--- config.mk ---
export PLATFORM = sky130hd
export DESIGN_NAME = decode_stage
export DESIGN_NICKNAME = d
export VERILOG_FILES = /design/src/hw/isa_pkg.sv /design/src/hw/pipe_pkg.sv /design/src/hw/instr_decoder.sv /design/src/hw/branch_unit.sv /design/src/hw/issue_queue.sv /design/src/hw/decode_stage.sv
export SDC_FILE = /design/constraint.sdc
export NUM_CORES = 1
export LEC_CHECK = 0
export ABC_AREA = 1
export ABC_CLOCK_PERIOD_IN_PS = 6970
export BUFFER_PORTS_ARGS = -buffer_cell sky130_fd_sc_hd__buf_2
export CORE_MARGIN = 2
export CORE_UTILIZATION = 50
export CTS_CLUSTER_DIAMETER = 120
export DETAILED_ROUTE_END_ITERATION = 8
export GPL_ROUTABILITY_DRIVEN = 1
export PLACE_DENSITY = 0.8
export SETUP_SLACK_MARGIN = 0.2
export SYNTH_ARGS = -nofsm -noshare
export SYNTH_HDL_FRONTEND = slang
export SYNTH_SLANG_ARGS = --single-unit
--- constraint.sdc ---
create_clock -name clk -period 6.97 [get_ports clk]
set_clock_uncertainty 0.15 [all_clocks]
set_input_delay 0 -clock clk [delete_from_list [all_inputs] [get_ports clk]]
set_output_delay 0 -clock clk [all_outputs]
set_load 0.02 [all_outputs]
--- src/hw/isa_pkg.sv ---
package isa_pkg;

    localparam int xlen = 32;

    // Major opcodes of the supported RV32I subset
    typedef enum logic [6:0] {
        op     = 7'b0110011,
        op_imm = 7'b0010011,
        lui    = 7'b0110111,
        auipc  = 7'b0010111,
        jal    = 7'b1101111,
        jalr   = 7'b1100111,
        branch = 7'b1100011
    } opcode_e;

    // ALU funct3
    localparam logic [2:0] f3_add_sub = 3'b000;
    localparam logic [2:0] f3_sll     = 3'b001;
    localparam logic [2:0] f3_slt     = 3'b010;
    localparam logic [2:0] f3_sltu    = 3'b011;
    localparam logic [2:0] f3_xor     = 3'b100;
    localparam logic [2:0] f3_srl_sra = 3'b101;
    localparam logic [2:0] f3_or      = 3'b110;
    localparam logic [2:0] f3_and     = 3'b111;

    // Branch funct3
    localparam logic [2:0] f3_beq  = 3'b000;
    localparam logic [2:0] f3_bne  = 3'b001;
    localparam logic [2:0] f3_blt  = 3'b100;
    localparam logic [2:0] f3_bge  = 3'b101;
    localparam logic [2:0] f3_bltu = 3'b110;
    localparam logic [2:0] f3_bgeu = 3'b111;

    // Field positions, lowest bit of each field
    localparam int opcode_lsb = 0;
    localparam int rd_lsb     = 7;
    localparam int funct3_lsb = 12;
    localparam int rs1_lsb    = 15;
    localparam int rs2_lsb    = 20;
    localparam int funct7_lsb = 25;
    localparam int funct7_alt_bit = 30;

    localparam logic [xlen-1:0] link_offset = 32'd4;

endpackage

--- src/hw/pipe_pkg.sv ---
package pipe_pkg;

    typedef enum logic [3:0] {
        add,
        sub,
        slt,
        sltu,
        and_op,
        or_op,
        xor_op,
        sll,
        srl,
        sra,
        nop
    } alu_op_e;

    typedef struct packed {
        logic [isa_pkg::xlen-1:0] instr;
        logic [isa_pkg::xlen-1:0] pc;
        logic [isa_pkg::xlen-1:0] rs1_data;
        logic [isa_pkg::xlen-1:0] rs2_data;
    } fetch_packet_t;

    typedef struct packed {
        alu_op_e                  alu_op;
        logic [isa_pkg::xlen-1:0] op1;
        logic [isa_pkg::xlen-1:0] op2;
        logic [4:0]               rd;
        logic                     wb;
        logic                     illegal;
    } decode_t;

    typedef struct packed {
        logic                     taken;
        logic [isa_pkg::xlen-1:0] target;
    } branch_t;

    // Entry towards execute
    typedef struct packed {
        alu_op_e                  alu_op;
        logic [isa_pkg::xlen-1:0] op1;
        logic [isa_pkg::xlen-1:0] op2;
        logic [4:0]               rd;
        logic                     wb;
        logic                     illegal;
        logic [isa_pkg::xlen-1:0] pc;
        logic                     branch_taken;
    } exe_op_t;

    typedef struct packed {
        logic                     valid;
        logic [isa_pkg::xlen-1:0] target;
    } redirect_t;

    localparam int queue_depth = 4;
    localparam int queue_ptr_w = $clog2(queue_depth);
    localparam int queue_cnt_w = $clog2(queue_depth + 1);

endpackage

--- src/hw/instr_decoder.sv ---
`timescale 1ns/10ps

module instr_decoder (
    input  pipe_pkg::fetch_packet_t in_pkt,
    output pipe_pkg::decode_t       dec
);

    logic [isa_pkg::xlen-1:0] instr;
    isa_pkg::opcode_e         opcode;
    logic [2:0]               funct3;
    logic [6:0]               funct7;
    logic                     alt;
    logic                     f7_zero;
    logic                     f7_alt_ok;
    logic                     is_imm;
    logic [isa_pkg::xlen-1:0] imm_i;
    logic [isa_pkg::xlen-1:0] imm_u;
    pipe_pkg::alu_op_e        alu_sel;
    logic                     alu_legal;
    logic                     branch_f3_ok;

    assign instr  = in_pkt.instr;
    assign opcode = isa_pkg::opcode_e'(instr[isa_pkg::opcode_lsb +: 7]);
    assign funct3 = instr[isa_pkg::funct3_lsb +: 3];
    assign funct7 = instr[isa_pkg::funct7_lsb +: 7];
    assign alt    = instr[isa_pkg::funct7_alt_bit];
    assign is_imm = (opcode == isa_pkg::op_imm);

    // funct7 is either all zero or has only the sub/sra bit set
    assign f7_zero   = (funct7 == 7'b0000000);
    assign f7_alt_ok = f7_zero || (funct7 == 7'b0100000);

    assign imm_i = {{20{instr[31]}}, instr[31:20]};
    assign imm_u = {instr[31:12], 12'b0};

    assign branch_f3_ok = funct3 inside {isa_pkg::f3_beq, isa_pkg::f3_bne, isa_pkg::f3_blt,
                                         isa_pkg::f3_bge, isa_pkg::f3_bltu, isa_pkg::f3_bgeu};

    // ---------------------------------------------------------------------
    // ALU operation from funct3 and funct7
    // ---------------------------------------------------------------------
    always_comb begin
        alu_sel   = pipe_pkg::nop;
        alu_legal = 1'b1;
        case (funct3)
            isa_pkg::f3_add_sub: begin
                // addi has no funct7, its bits are immediate
                if (!is_imm && alt) begin
                    alu_sel = pipe_pkg::sub;
                end else begin
                    alu_sel = pipe_pkg::add;
                end
                alu_legal = is_imm || f7_alt_ok;
            end
            isa_pkg::f3_sll: begin
                alu_sel   = pipe_pkg::sll;
                alu_legal = f7_zero;
            end
            isa_pkg::f3_slt: begin
                alu_sel   = pipe_pkg::slt;
                alu_legal = is_imm || f7_zero;
            end
            isa_pkg::f3_sltu: begin
                alu_sel   = pipe_pkg::sltu;
                alu_legal = is_imm || f7_zero;
            end
            isa_pkg::f3_xor: begin
                alu_sel   = pipe_pkg::xor_op;
                alu_legal = is_imm || f7_zero;
            end
            isa_pkg::f3_srl_sra: begin
                if (alt) begin
                    alu_sel = pipe_pkg::sra;
                end else begin
                    alu_sel = pipe_pkg::srl;
                end
                alu_legal = f7_alt_ok;
            end
            isa_pkg::f3_or: begin
                alu_sel   = pipe_pkg::or_op;
                alu_legal = is_imm || f7_zero;
            end
            default: begin
                alu_sel   = pipe_pkg::and_op;
                alu_legal = is_imm || f7_zero;
            end
        endcase
    end

    // ---------------------------------------------------------------------
    // Operands and write-back
    // ---------------------------------------------------------------------
    always_comb begin
        dec        = '0;
        dec.alu_op = pipe_pkg::nop;
        case (opcode)
            isa_pkg::op, isa_pkg::op_imm: begin
                if (alu_legal) begin
                    dec.alu_op = alu_sel;
                    dec.op1    = in_pkt.rs1_data;
                    dec.op2    = is_imm ? imm_i : in_pkt.rs2_data;
                    dec.wb     = 1'b1;
                end else begin
                    dec.illegal = 1'b1;
                end
            end
            isa_pkg::lui: begin
                dec.alu_op = pipe_pkg::add;
                dec.op1    = imm_u;
                dec.wb     = 1'b1;
            end
            isa_pkg::auipc: begin
                dec.alu_op = pipe_pkg::add;
                dec.op1    = in_pkt.pc;
                dec.op2    = imm_u;
                dec.wb     = 1'b1;
            end
            isa_pkg::jal, isa_pkg::jalr: begin
                // Link value pc + 4
                dec.alu_op = pipe_pkg::add;
                dec.op1    = in_pkt.pc;
                dec.op2    = isa_pkg::link_offset;
                dec.wb     = 1'b1;
            end
            isa_pkg::branch: begin
                dec.illegal = !branch_f3_ok;
            end
            default: begin
                dec.illegal = 1'b1;
            end
        endcase
        dec.rd = dec.wb ? instr[isa_pkg::rd_lsb +: 5] : 5'd0;
    end

endmodule

--- src/hw/branch_unit.sv ---
`timescale 1ns/10ps

module branch_unit (
    input  pipe_pkg::fetch_packet_t in_pkt,
    output pipe_pkg::branch_t       br
);

    isa_pkg::opcode_e         opcode;
    logic [2:0]               funct3;
    logic [isa_pkg::xlen-1:0] instr;
    logic [isa_pkg::xlen-1:0] imm_b;
    logic [isa_pkg::xlen-1:0] imm_j;
    logic [isa_pkg::xlen-1:0] imm_i;
    logic [isa_pkg::xlen-1:0] jalr_sum;
    logic                     eq;
    logic                     lt;
    logic                     ltu;

    assign instr  = in_pkt.instr;
    assign opcode = isa_pkg::opcode_e'(instr[isa_pkg::opcode_lsb +: 7]);
    assign funct3 = instr[isa_pkg::funct3_lsb +: 3];

    // Scattered immediates of B and J formats
    assign imm_b = {{20{instr[31]}}, instr[7], instr[30:25], instr[11:8], 1'b0};
    assign imm_j = {{12{instr[31]}}, instr[19:12], instr[20], instr[30:21], 1'b0};
    assign imm_i = {{20{instr[31]}}, instr[31:20]};

    assign jalr_sum = in_pkt.rs1_data + imm_i;

    assign eq  = (in_pkt.rs1_data == in_pkt.rs2_data);
    assign lt  = ($signed(in_pkt.rs1_data) < $signed(in_pkt.rs2_data));
    assign ltu = (in_pkt.rs1_data < in_pkt.rs2_data);

    always_comb begin
        br.taken  = 1'b0;
        br.target = '0;
        case (opcode)
            isa_pkg::branch: begin
                br.target = in_pkt.pc + imm_b;
                case (funct3)
                    isa_pkg::f3_beq:  br.taken = eq;
                    isa_pkg::f3_bne:  br.taken = !eq;
                    isa_pkg::f3_blt:  br.taken = lt;
                    isa_pkg::f3_bge:  br.taken = !lt;
                    isa_pkg::f3_bltu: br.taken = ltu;
                    isa_pkg::f3_bgeu: br.taken = !ltu;
                    default:          br.taken = 1'b0;
                endcase
            end
            isa_pkg::jal: begin
                br.taken  = 1'b1;
                br.target = in_pkt.pc + imm_j;
            end
            isa_pkg::jalr: begin
                br.taken  = 1'b1;
                br.target = {jalr_sum[isa_pkg::xlen-1:1], 1'b0};
            end
            default: begin
                br.taken = 1'b0;
            end
        endcase

        // Relies on fetch delivering halfword aligned pcs
        if (br.taken) begin
            assert (br.target[0] == 1'b0)
                else $error("taken target %h has bit 0 set", br.target);
        end
    end

endmodule

--- src/hw/issue_queue.sv ---
`timescale 1ns/10ps

module issue_queue (
    input  logic                     clk,
    input  logic                     reset_n,
    input  logic                     in_valid,
    output logic                     in_ready,
    input  logic [isa_pkg::xlen-1:0] pc,
    input  pipe_pkg::decode_t        dec,
    input  pipe_pkg::branch_t        br,
    output logic                     out_valid,
    input  logic                     out_ready,
    output pipe_pkg::exe_op_t        out_op,
    output pipe_pkg::redirect_t      redirect
);

    pipe_pkg::exe_op_t                entry_in;
    pipe_pkg::exe_op_t                mem [pipe_pkg::queue_depth];
    logic [pipe_pkg::queue_ptr_w-1:0] rd_ptr;
    logic [pipe_pkg::queue_ptr_w-1:0] wr_ptr;
    logic [pipe_pkg::queue_cnt_w-1:0] count;
    logic                             push;
    logic                             pop;
    logic                             redirect_valid;
    logic [isa_pkg::xlen-1:0]         redirect_target;

    assign entry_in = '{alu_op: dec.alu_op, op1: dec.op1, op2: dec.op2, rd: dec.rd,
                        wb: dec.wb, illegal: dec.illegal, pc: pc, branch_taken: br.taken};

    // A pop does not free a slot until the next cycle
    assign in_ready  = (int'(count) < pipe_pkg::queue_depth);
    assign out_valid = (count != '0);
    assign push      = in_valid && in_ready;
    assign pop       = out_valid && out_ready;
    assign out_op    = mem[rd_ptr];

    always_ff @(posedge clk) begin
        if (push) begin
            mem[wr_ptr] <= entry_in;
        end
    end

    always_ff @(posedge clk or negedge reset_n) begin
        if (!reset_n) begin
            rd_ptr <= '0;
            wr_ptr <= '0;
            count  <= '0;
        end else begin
            if (push) begin
                wr_ptr <= wr_ptr + 1'b1;
            end
            if (pop) begin
                rd_ptr <= rd_ptr + 1'b1;
            end
            case ({push, pop})
                2'b10:   count <= count + 1'b1;
                2'b01:   count <= count - 1'b1;
                default: count <= count;
            endcase
        end
    end

    // ---------------------------------------------------------------------
    // Redirect towards fetch, one cycle pulse per taken accept
    // ---------------------------------------------------------------------
    always_ff @(posedge clk or negedge reset_n) begin
        if (!reset_n) begin
            redirect_valid <= 1'b0;
        end else begin
            redirect_valid <= push && br.taken;
        end
    end

    always_ff @(posedge clk) begin
        if (push && br.taken) begin
            redirect_target <= br.target;
        end
    end

    assign redirect = '{valid: redirect_valid, target: redirect_target};

    count_bound: assert property (@(posedge clk) disable iff (!reset_n)
        int'(count) <= pipe_pkg::queue_depth);

    out_hold: assert property (@(posedge clk) disable iff (!reset_n)
        out_valid && !out_ready |=> out_valid && $stable(out_op));

endmodule

--- src/hw/decode_stage.sv ---
`timescale 1ns/10ps

module decode_stage (
    input  logic                    clk,
    input  logic                    reset_n,
    input  logic                    in_valid,
    output logic                    in_ready,
    input  pipe_pkg::fetch_packet_t in_pkt,
    output logic                    out_valid,
    input  logic                    out_ready,
    output pipe_pkg::exe_op_t       out_op,
    output pipe_pkg::redirect_t     redirect
);

    pipe_pkg::decode_t dec;
    pipe_pkg::branch_t br;

    // Decoder and branch unit see the same fetched packet
    instr_decoder instr_decoder_inst (
        .in_pkt (in_pkt),
        .dec    (dec)
    );

    branch_unit branch_unit_inst (
        .in_pkt (in_pkt),
        .br     (br)
    );

    issue_queue issue_queue_inst (
        .clk       (clk),
        .reset_n   (reset_n),
        .in_valid  (in_valid),
        .in_ready  (in_ready),
        .pc        (in_pkt.pc),
        .dec       (dec),
        .br        (br),
        .out_valid (out_valid),
        .out_ready (out_ready),
        .out_op    (out_op),
        .redirect  (redirect)
    );

endmodule

==> results.md, run 1 <==
- Synthesized cell area: 23270 µm²
- Max VDD drop: 0.0002826 V
- Sequential cell area: 14140 µm²
- Routed Antenna Nets: 0
- Core ar.: 46260 µm²
- Ys Warns: 0
- Largest net degree at the start of global routing: 126
- Syn nets: ~2500
- IO Count: ~280
- Gate Count Post-Synth: 2257
- IO buf count: ~270
- Initial antenna violation count: 1
- Setup violators final: 0
- RSZ-0062 raised after global routing: no
- Hold WS: 0.04474 ns
- GRT Overall Usage: 30.23%
- Htree depth: 2
- Tmin final: 3.995 ns
- Max Fclk: 0.2503 GHz
- Syn Area/Cell: 10.31 µm²
- Core Rows: 79
- Global route total overflow: 0
- Initial Util: 50.31%
- Worst-path clk slew: 0.06 ns
- Placed cell count: between 3000 and 4000
- Crit path capture type: register
- Share of post-route cells with drive strength above 1: 14.94%
- Sink Count: 472
- PnR Total Power: 9472 µW
- Most frequent cell after synthesis: edfxtp_1
- DR pass1 iterations: 6
- Final GP Congestion: 1.032
- Max-Cap Viols: 0
- HPWL after DPL: 51440 µm
- WL/cell: approximately 23 µm
- Met3 GRT Util: 4.845%
- DR iter-0 viols: around 2400
- Outcome: finished, final reports clean
- Final cycle utilization of the critical path: 57.32%
- Setup TNS Final: 0 ns
- Fin cells: approximately 3300
- Ys flop type: edfxtp_1
- Critical Path RT: 7.22 ns
- Die Ht: 219.8 µm
- WL final: between 70000 and 80000 µm
- Multi-input combinational cell area: between 8000 and 9000 µm²
- Leakage: between 0.01 and 0.015 µW
- CTS root buffer: clkbuf_16
- EDFF count, synth: 464
- Inserted Clock Buffers: 45
- WS Path Type: in -> reg
- Fillcell total: 3687
- Max-slew violation count: 0
- Hold crit path type: in -> reg
- Post-CTS Setup Repair Bufs: 0
- Die Wd: around 220 µm
- Clk buf depth: 3
- M2 GR Usage: 47.67%
- Die ar.: roughly 48000 µm²
- First-pass GRT wire length: 108400 µm
- Top cells by count, synth: edfxtp_1 (464), o21ai_0 (351), nor2_1 (316)
- Post-synth cell types: 48
- Crit-path max FO: 35
- PwrDens: ~340 nW/µm²
- TritonCTS clock tree: yes
- Layout area overhead: 19.19%
- Synth async-reset ratio: under 10%
- Met1 Resource Use GR: 40.99%
- Layout Nets: 2853
- Worst setup SP type: input pin
- Slew @ Worst Pin: 1.133 ns
- Seq/Total Area, Yosys: roughly three fifths
- Top cell type's share of synthesized area: 59.86%
- Max_slew headroom: between 20% and 30%
- Flops & latches, synth: approximately 470
- Vias: 19491
- WP data arrival: about 4.3 ns
- Top post-synthesis cells by area: edfxtp_1 (60%), o21ai_0 (7.5%), ha_1 (5.2%)
- DR vias/cell: 5.981
- Synth area leader: edfxtp_1
- Final hold vios: 0
- Global route hottest layer: met2
- Clock Latency Late Sink: around 0.57 ns
- Vias in the first global route: 18245
- # DRC: 0
-- power breakdown --
part           switching (µW)  internal (µW)  total, µW  leakage (µW)
Combinational            2580           1040       3610       0.00573
Sequential                135           3450       3590       0.00468
Clock                    1000           1270       2270      0.000658
Total                    3710           5760       9470        0.0111
-- worst paths after layout --
kind	from	endpoint	slack (ns)	cells past startpoint
worst max register to register	issue_queue_inst.count[2]	issue_queue_inst.mem[0][89]	3.77	4
worst max-delay path	in_pkt[98]	issue_queue_inst.mem[1][49]	2.98	13
worst min-delay path	in_pkt[99]	issue_queue_inst.mem[1][107]	0.04	4
max in group asynchronous	reset_n	issue_queue_inst.rd_ptr[0]	6.10	3
min in group asynchronous	reset_n	issue_queue_inst.rd_ptr[0]	0.25	3
worst min register to register	issue_queue_inst.count[1]	issue_queue_inst.count[1]	0.34	2
-- metal layers --
layer / wire length [µm] / part of all wire, % / vias up
li1: - / - / 8839
met1: 29210 / 39 / 9285
met2: 34110 / 46 / 1160
met3: 6981 / 9.4 / 207
met4: 3836 / 5.2 / 0
met5: 0 / 0 / -
-- area by class of cell --
cell class | count | share of cell area, %
multi-input combinational | 1527 | 29.50
antenna | 1 | 0.009020
sequential | 472 | 50.97
timing repair buffer | 411 | 9.724
inverter | 164 | 2.237
clock inverter | 17 | 0.4149
clock buffer | 60 | 4.415
tap | 607 | 2.738
-- critical path, cell delays in order --
cell           delay [ns]
dlygate4sd3_1        0.54
buf_2                0.13
nor3_2               0.24
nand2_2              0.20
nor2_4               0.57
inv_2                0.25
o21ai_2              0.21
inv_2                0.06
nor2_4               0.52
buf_4                0.43
inv_2                0.21
a21oi_1              0.19
dlygate4sd3_1        0.66
-- per-stage QoR --
stage	utilization (%)	cell area, µm²	setup slack [ns]
after floorplan	-	23270	0.9335
after global placement	54.49	25210	3.491
after detailed placement	54.49	25210	3.303
after CTS	59.96	27740	3.119
after global routing	59.97	27740	2.763
final	59.97	27740	2.975
-- sequential cells by signal, summed over array words and instances (netlist names) --
signal / cells
issue_queue_inst.redirect_valid: 1
issue_queue_inst.mem: 432
issue_queue_inst.wr_ptr: 2
issue_queue_inst.redirect_target: 32
issue_queue_inst.count: 3
issue_queue_inst.rd_ptr: 2
-- cell families (layout without fill, tap and decap cells) --
group | after synthesis | in the layout | share of synthesized area (%)
AND/OR/NAND/NOR | 760 | 760 | 13.45
AO/OA/AOI/OAI | 650 | 650 | 15.41
flip-flops | 472 | 472 | 60.72
buffers and inverters | 258 | 652 | 4.306
adder cells (fa/ha/maj) | 100 | 100 | 5.473
XOR/XNOR | 17 | 17 | 0.6397
other | 0 | 1 | 0
-- layout by cell type (no fill, tap or decap), types with 5 or more instances in the layout --
cell type      count
clkinv_2           6
buf_4             18
o21bai_1           5
o22ai_1          113
o211ai_1          20
dlygate4sd3_1    119
xnor2_1            7
clkbuf_16         47
a22o_1            13
clkbuf_1          13
o21ai_0          351
clkinv_1           8
xor2_1            10
nand2_1          310
or2_2             14
inv_2             11
nand4_1           13
nand3_1           60
buf_2            274
edfxtp_1         464
o21a_1             6
a21oi_1          114
nor2_1           311
inv_1            151
ha_1              97
nor3_1            18
a21o_1            10
nor2_4             6
nor4_1             7
dfrtp_1            6
nand3b_1           6
-- what timing repair did --
| action | in CTS | in global routing |
|---|---|---|
| resized for setup | 0 | 0 |
| hold endpoints to repair | 376 | 0 |
| hold buffers | 119 | 0 |
Power figures use the tool's default switching activity.
==> run 2, diff against run 1 <==
--- a/config.mk
+++ b/config.mk
@@ -6,7 +6,7 @@
 export NUM_CORES = 1
 export LEC_CHECK = 0
 export ABC_AREA = 1
-export ABC_CLOCK_PERIOD_IN_PS = 6970
+export ABC_CLOCK_PERIOD_IN_PS = 3700
 export BUFFER_PORTS_ARGS = -buffer_cell sky130_fd_sc_hd__buf_2
 export CORE_MARGIN = 2
 export CORE_UTILIZATION = 50
==> constraint.sdc (replaced) <==
create_clock -name clk -period 3.7 [get_ports clk]
set_clock_uncertainty 0.15 [all_clocks]
set_input_delay 0 -clock clk [delete_from_list [all_inputs] [get_ports clk]]
set_output_delay 0 -clock clk [all_outputs]
set_load 0.02 [all_outputs]
==> run 2 against run 1 <==
Global-route usage is 0.46 points higher. Die area unchanged. Highest routed layer unchanged. Largest cell class unchanged. Cell count grew 1.1%. Flip-flop and latch count stayed put. Register-to-register slack got worse by 2.5 ns. Non-clock buffer count increased by 30. Via count grew 0.72%. Combinational power rose by 96%.
==> results.md, run 2 (synthesis gave the netlist of run 1 again) <==
- Final GP Congestion: between 1 and 1.5
- Clock Latency Late Sink: a little under 0.6 ns
- Vias: 19631
- Htree depth: 2
- Vias in the first global route: 18357
- Most frequent cells in the layout: edfxtp_1 (464), o21ai_0 (347), nor2_1 (311)
- Dpl cell area: 25480 µm²
- DR iter-0 viols: 2332
- WS Path Type: in -> reg
- PwrDens: about 640 nW/µm²
- Biggest regs: issue_queue_inst.mem: 432 flops, issue_queue_inst.redirect_target: 32 flops, issue_queue_inst.count: 3 flops
- DP Worst Slack: 0.2745 ns
- Hold WS: a little over 0.03 ns
- Tmin final: 3.332 ns
- Core Rows: 79
- Share of post-route cells with drive strength above 1: 16.09%
- Setup WS post-layout: 0.3682 ns
- Outcome: finished, final reports clean
- Inserted Clock Buffers: between 40 and 50
- Util after Layout: between 60% and 70%
- Hold path cells: 5
- Worst reg2reg setup slack: roughly 1.3 ns
- WL/cell: 22.89 µm
- Clk buf depth: 3
- Worst-path clk slew: about 0.060 ns
- Initial antenna violation count: 4
- Layout area overhead: 21.59%
- Largest net degree at the start of global routing: 219
- Max Fclk: 0.3001 GHz
- Most flop-heavy register: issue_queue_inst.mem
- Max-Cap Viols: 0
- Layout Nets: 2885
- Setup violators final: 0
- Design Area, Final: 28300 µm²
- Core ar.: 46260 µm²
- Crit-path max FO: 6
- Die Ht: roughly 220 µm
- Placed cell count: 3079
- Max VDD drop: approximately 0.00065 V
- Max_slew headroom: about 33%
- Routed Antenna Nets: 0
- Largest register FFs: 432
- HPWL after DPL: 51700 µm
- Fin cells: 3296
- Slew @ Worst Pin: 1.012 ns
- TritonCTS clock tree: yes
- DR pass1 iterations: 8
- Die Wd: 219.8 µm
- Leakage: 0.01130 µW
- Sink Count: 472
- WL final: ~75000 µm
- FF-to-FF path depth: 4
- Worst setup SP type: input pin
- Critical Path RT: between 3 and 4 ns
- GRT Overall Usage: 30.69%
- WP data arrival: 3.61 ns
- Initial Util: between 50% and 60%
- RSZ-0062 raised after global routing: no
- IO Count: ~280
- CTS root buffer: clkbuf_16
- Global route total overflow: 0
- First-pass GRT wire length: 109700 µm
- Final cycle utilization of the critical path: 90.05%
- Max-slew violation count: 0
- Crit path capture type: register
- DR vias/cell: around 6
- Die ar.: between 40000 and 50000 µm²
- # DRC: 0
- IO buf count: 274
- Hold crit path type: in -> reg
- Final hold vios: 0
- Most common cell after layout, fill and taps aside: edfxtp_1
-- run 2: critical path: stages --
cell	delay, ns
dlygate4sd3_1	0.55
buf_4	0.15
inv_2	0.06
nor3_4	0.18
inv_2	0.08
nor4_4	0.29
buf_4	0.17
buf_2	0.16
nand2_1	0.05
o21ai_0	0.19
ha_1	0.39
a21oi_1	0.22
o21ai_0	0.10
o21bai_1	0.18
nand2_1	0.07
nand3_1	0.20
nand2_1	0.12
inv_1	0.05
o21ai_0	0.15
nand2_1	0.07
o21ai_0	0.16
-- run 2: layout make-up --
| class | instances | area [µm²] |
|---|---|---|
| timing repair buffer | 441 | 3097 |
| clock inverter | 21 | 193.9 |
| clock buffer | 60 | 1225 |
| multi-input combinational | 1527 | 8255 |
| inverter | 164 | 620.6 |
| sequential | 472 | 14140 |
| tap | 607 | 759.5 |
| antenna | 4 | 10.01 |
| fill | 3661 | 17960 |
-- run 2: where the power goes --
group / leakage [µW] / switching (µW) / internal, µW
clock network: 0.000685 / 1980 / 2550
logic: 0.00594 / 4980 / 2080
registers: 0.00468 / 134 / 6500
-- run 2: final timing paths --
path,from,end
min in group asynchronous,reset_n,issue_queue_inst.count[0]
worst min-delay path,in_pkt[14],issue_queue_inst.mem[2][54]
worst min register to register,issue_queue_inst.count[0],issue_queue_inst.count[0]
worst max register to register,issue_queue_inst.count[2],issue_queue_inst.mem[0][38]
worst max-delay path,in_pkt[101],issue_queue_inst.redirect_target[26]
max in group asynchronous,reset_n,issue_queue_inst.rd_ptr[0]
-- run 2: per-stage QoR --
step | setup TNS [ns] | power, µW
floorplan | -238.79 | 11130
global placement | 0 | 13430
detailed placement | 0 | 13610
CTS | 0 | 18180
global route | 0 | 19070
finish | 0 | 18220
-- run 2: what timing repair did --
item / 4_1_cts / 5_1_grt
hold buffers: 127 / 0
setup buffers: 0 / 4
endpoints found under the hold margin: 392 / 0
endpoints found under the setup margin: 0 / 16
resized for setup: 0 / 25
-- run 2: routing by layer --
metal | GRT usage [%] | up-vias | wire [µm]
li1 | - | 8897 | -
met1 | 42.17 | 9357 | 29580
met2 | 49.17 | 1151 | 35070
met3 | 3.616 | 226 | 6957
met4 | 13.96 | 0 | 3837
met5 | 0 | - | 0
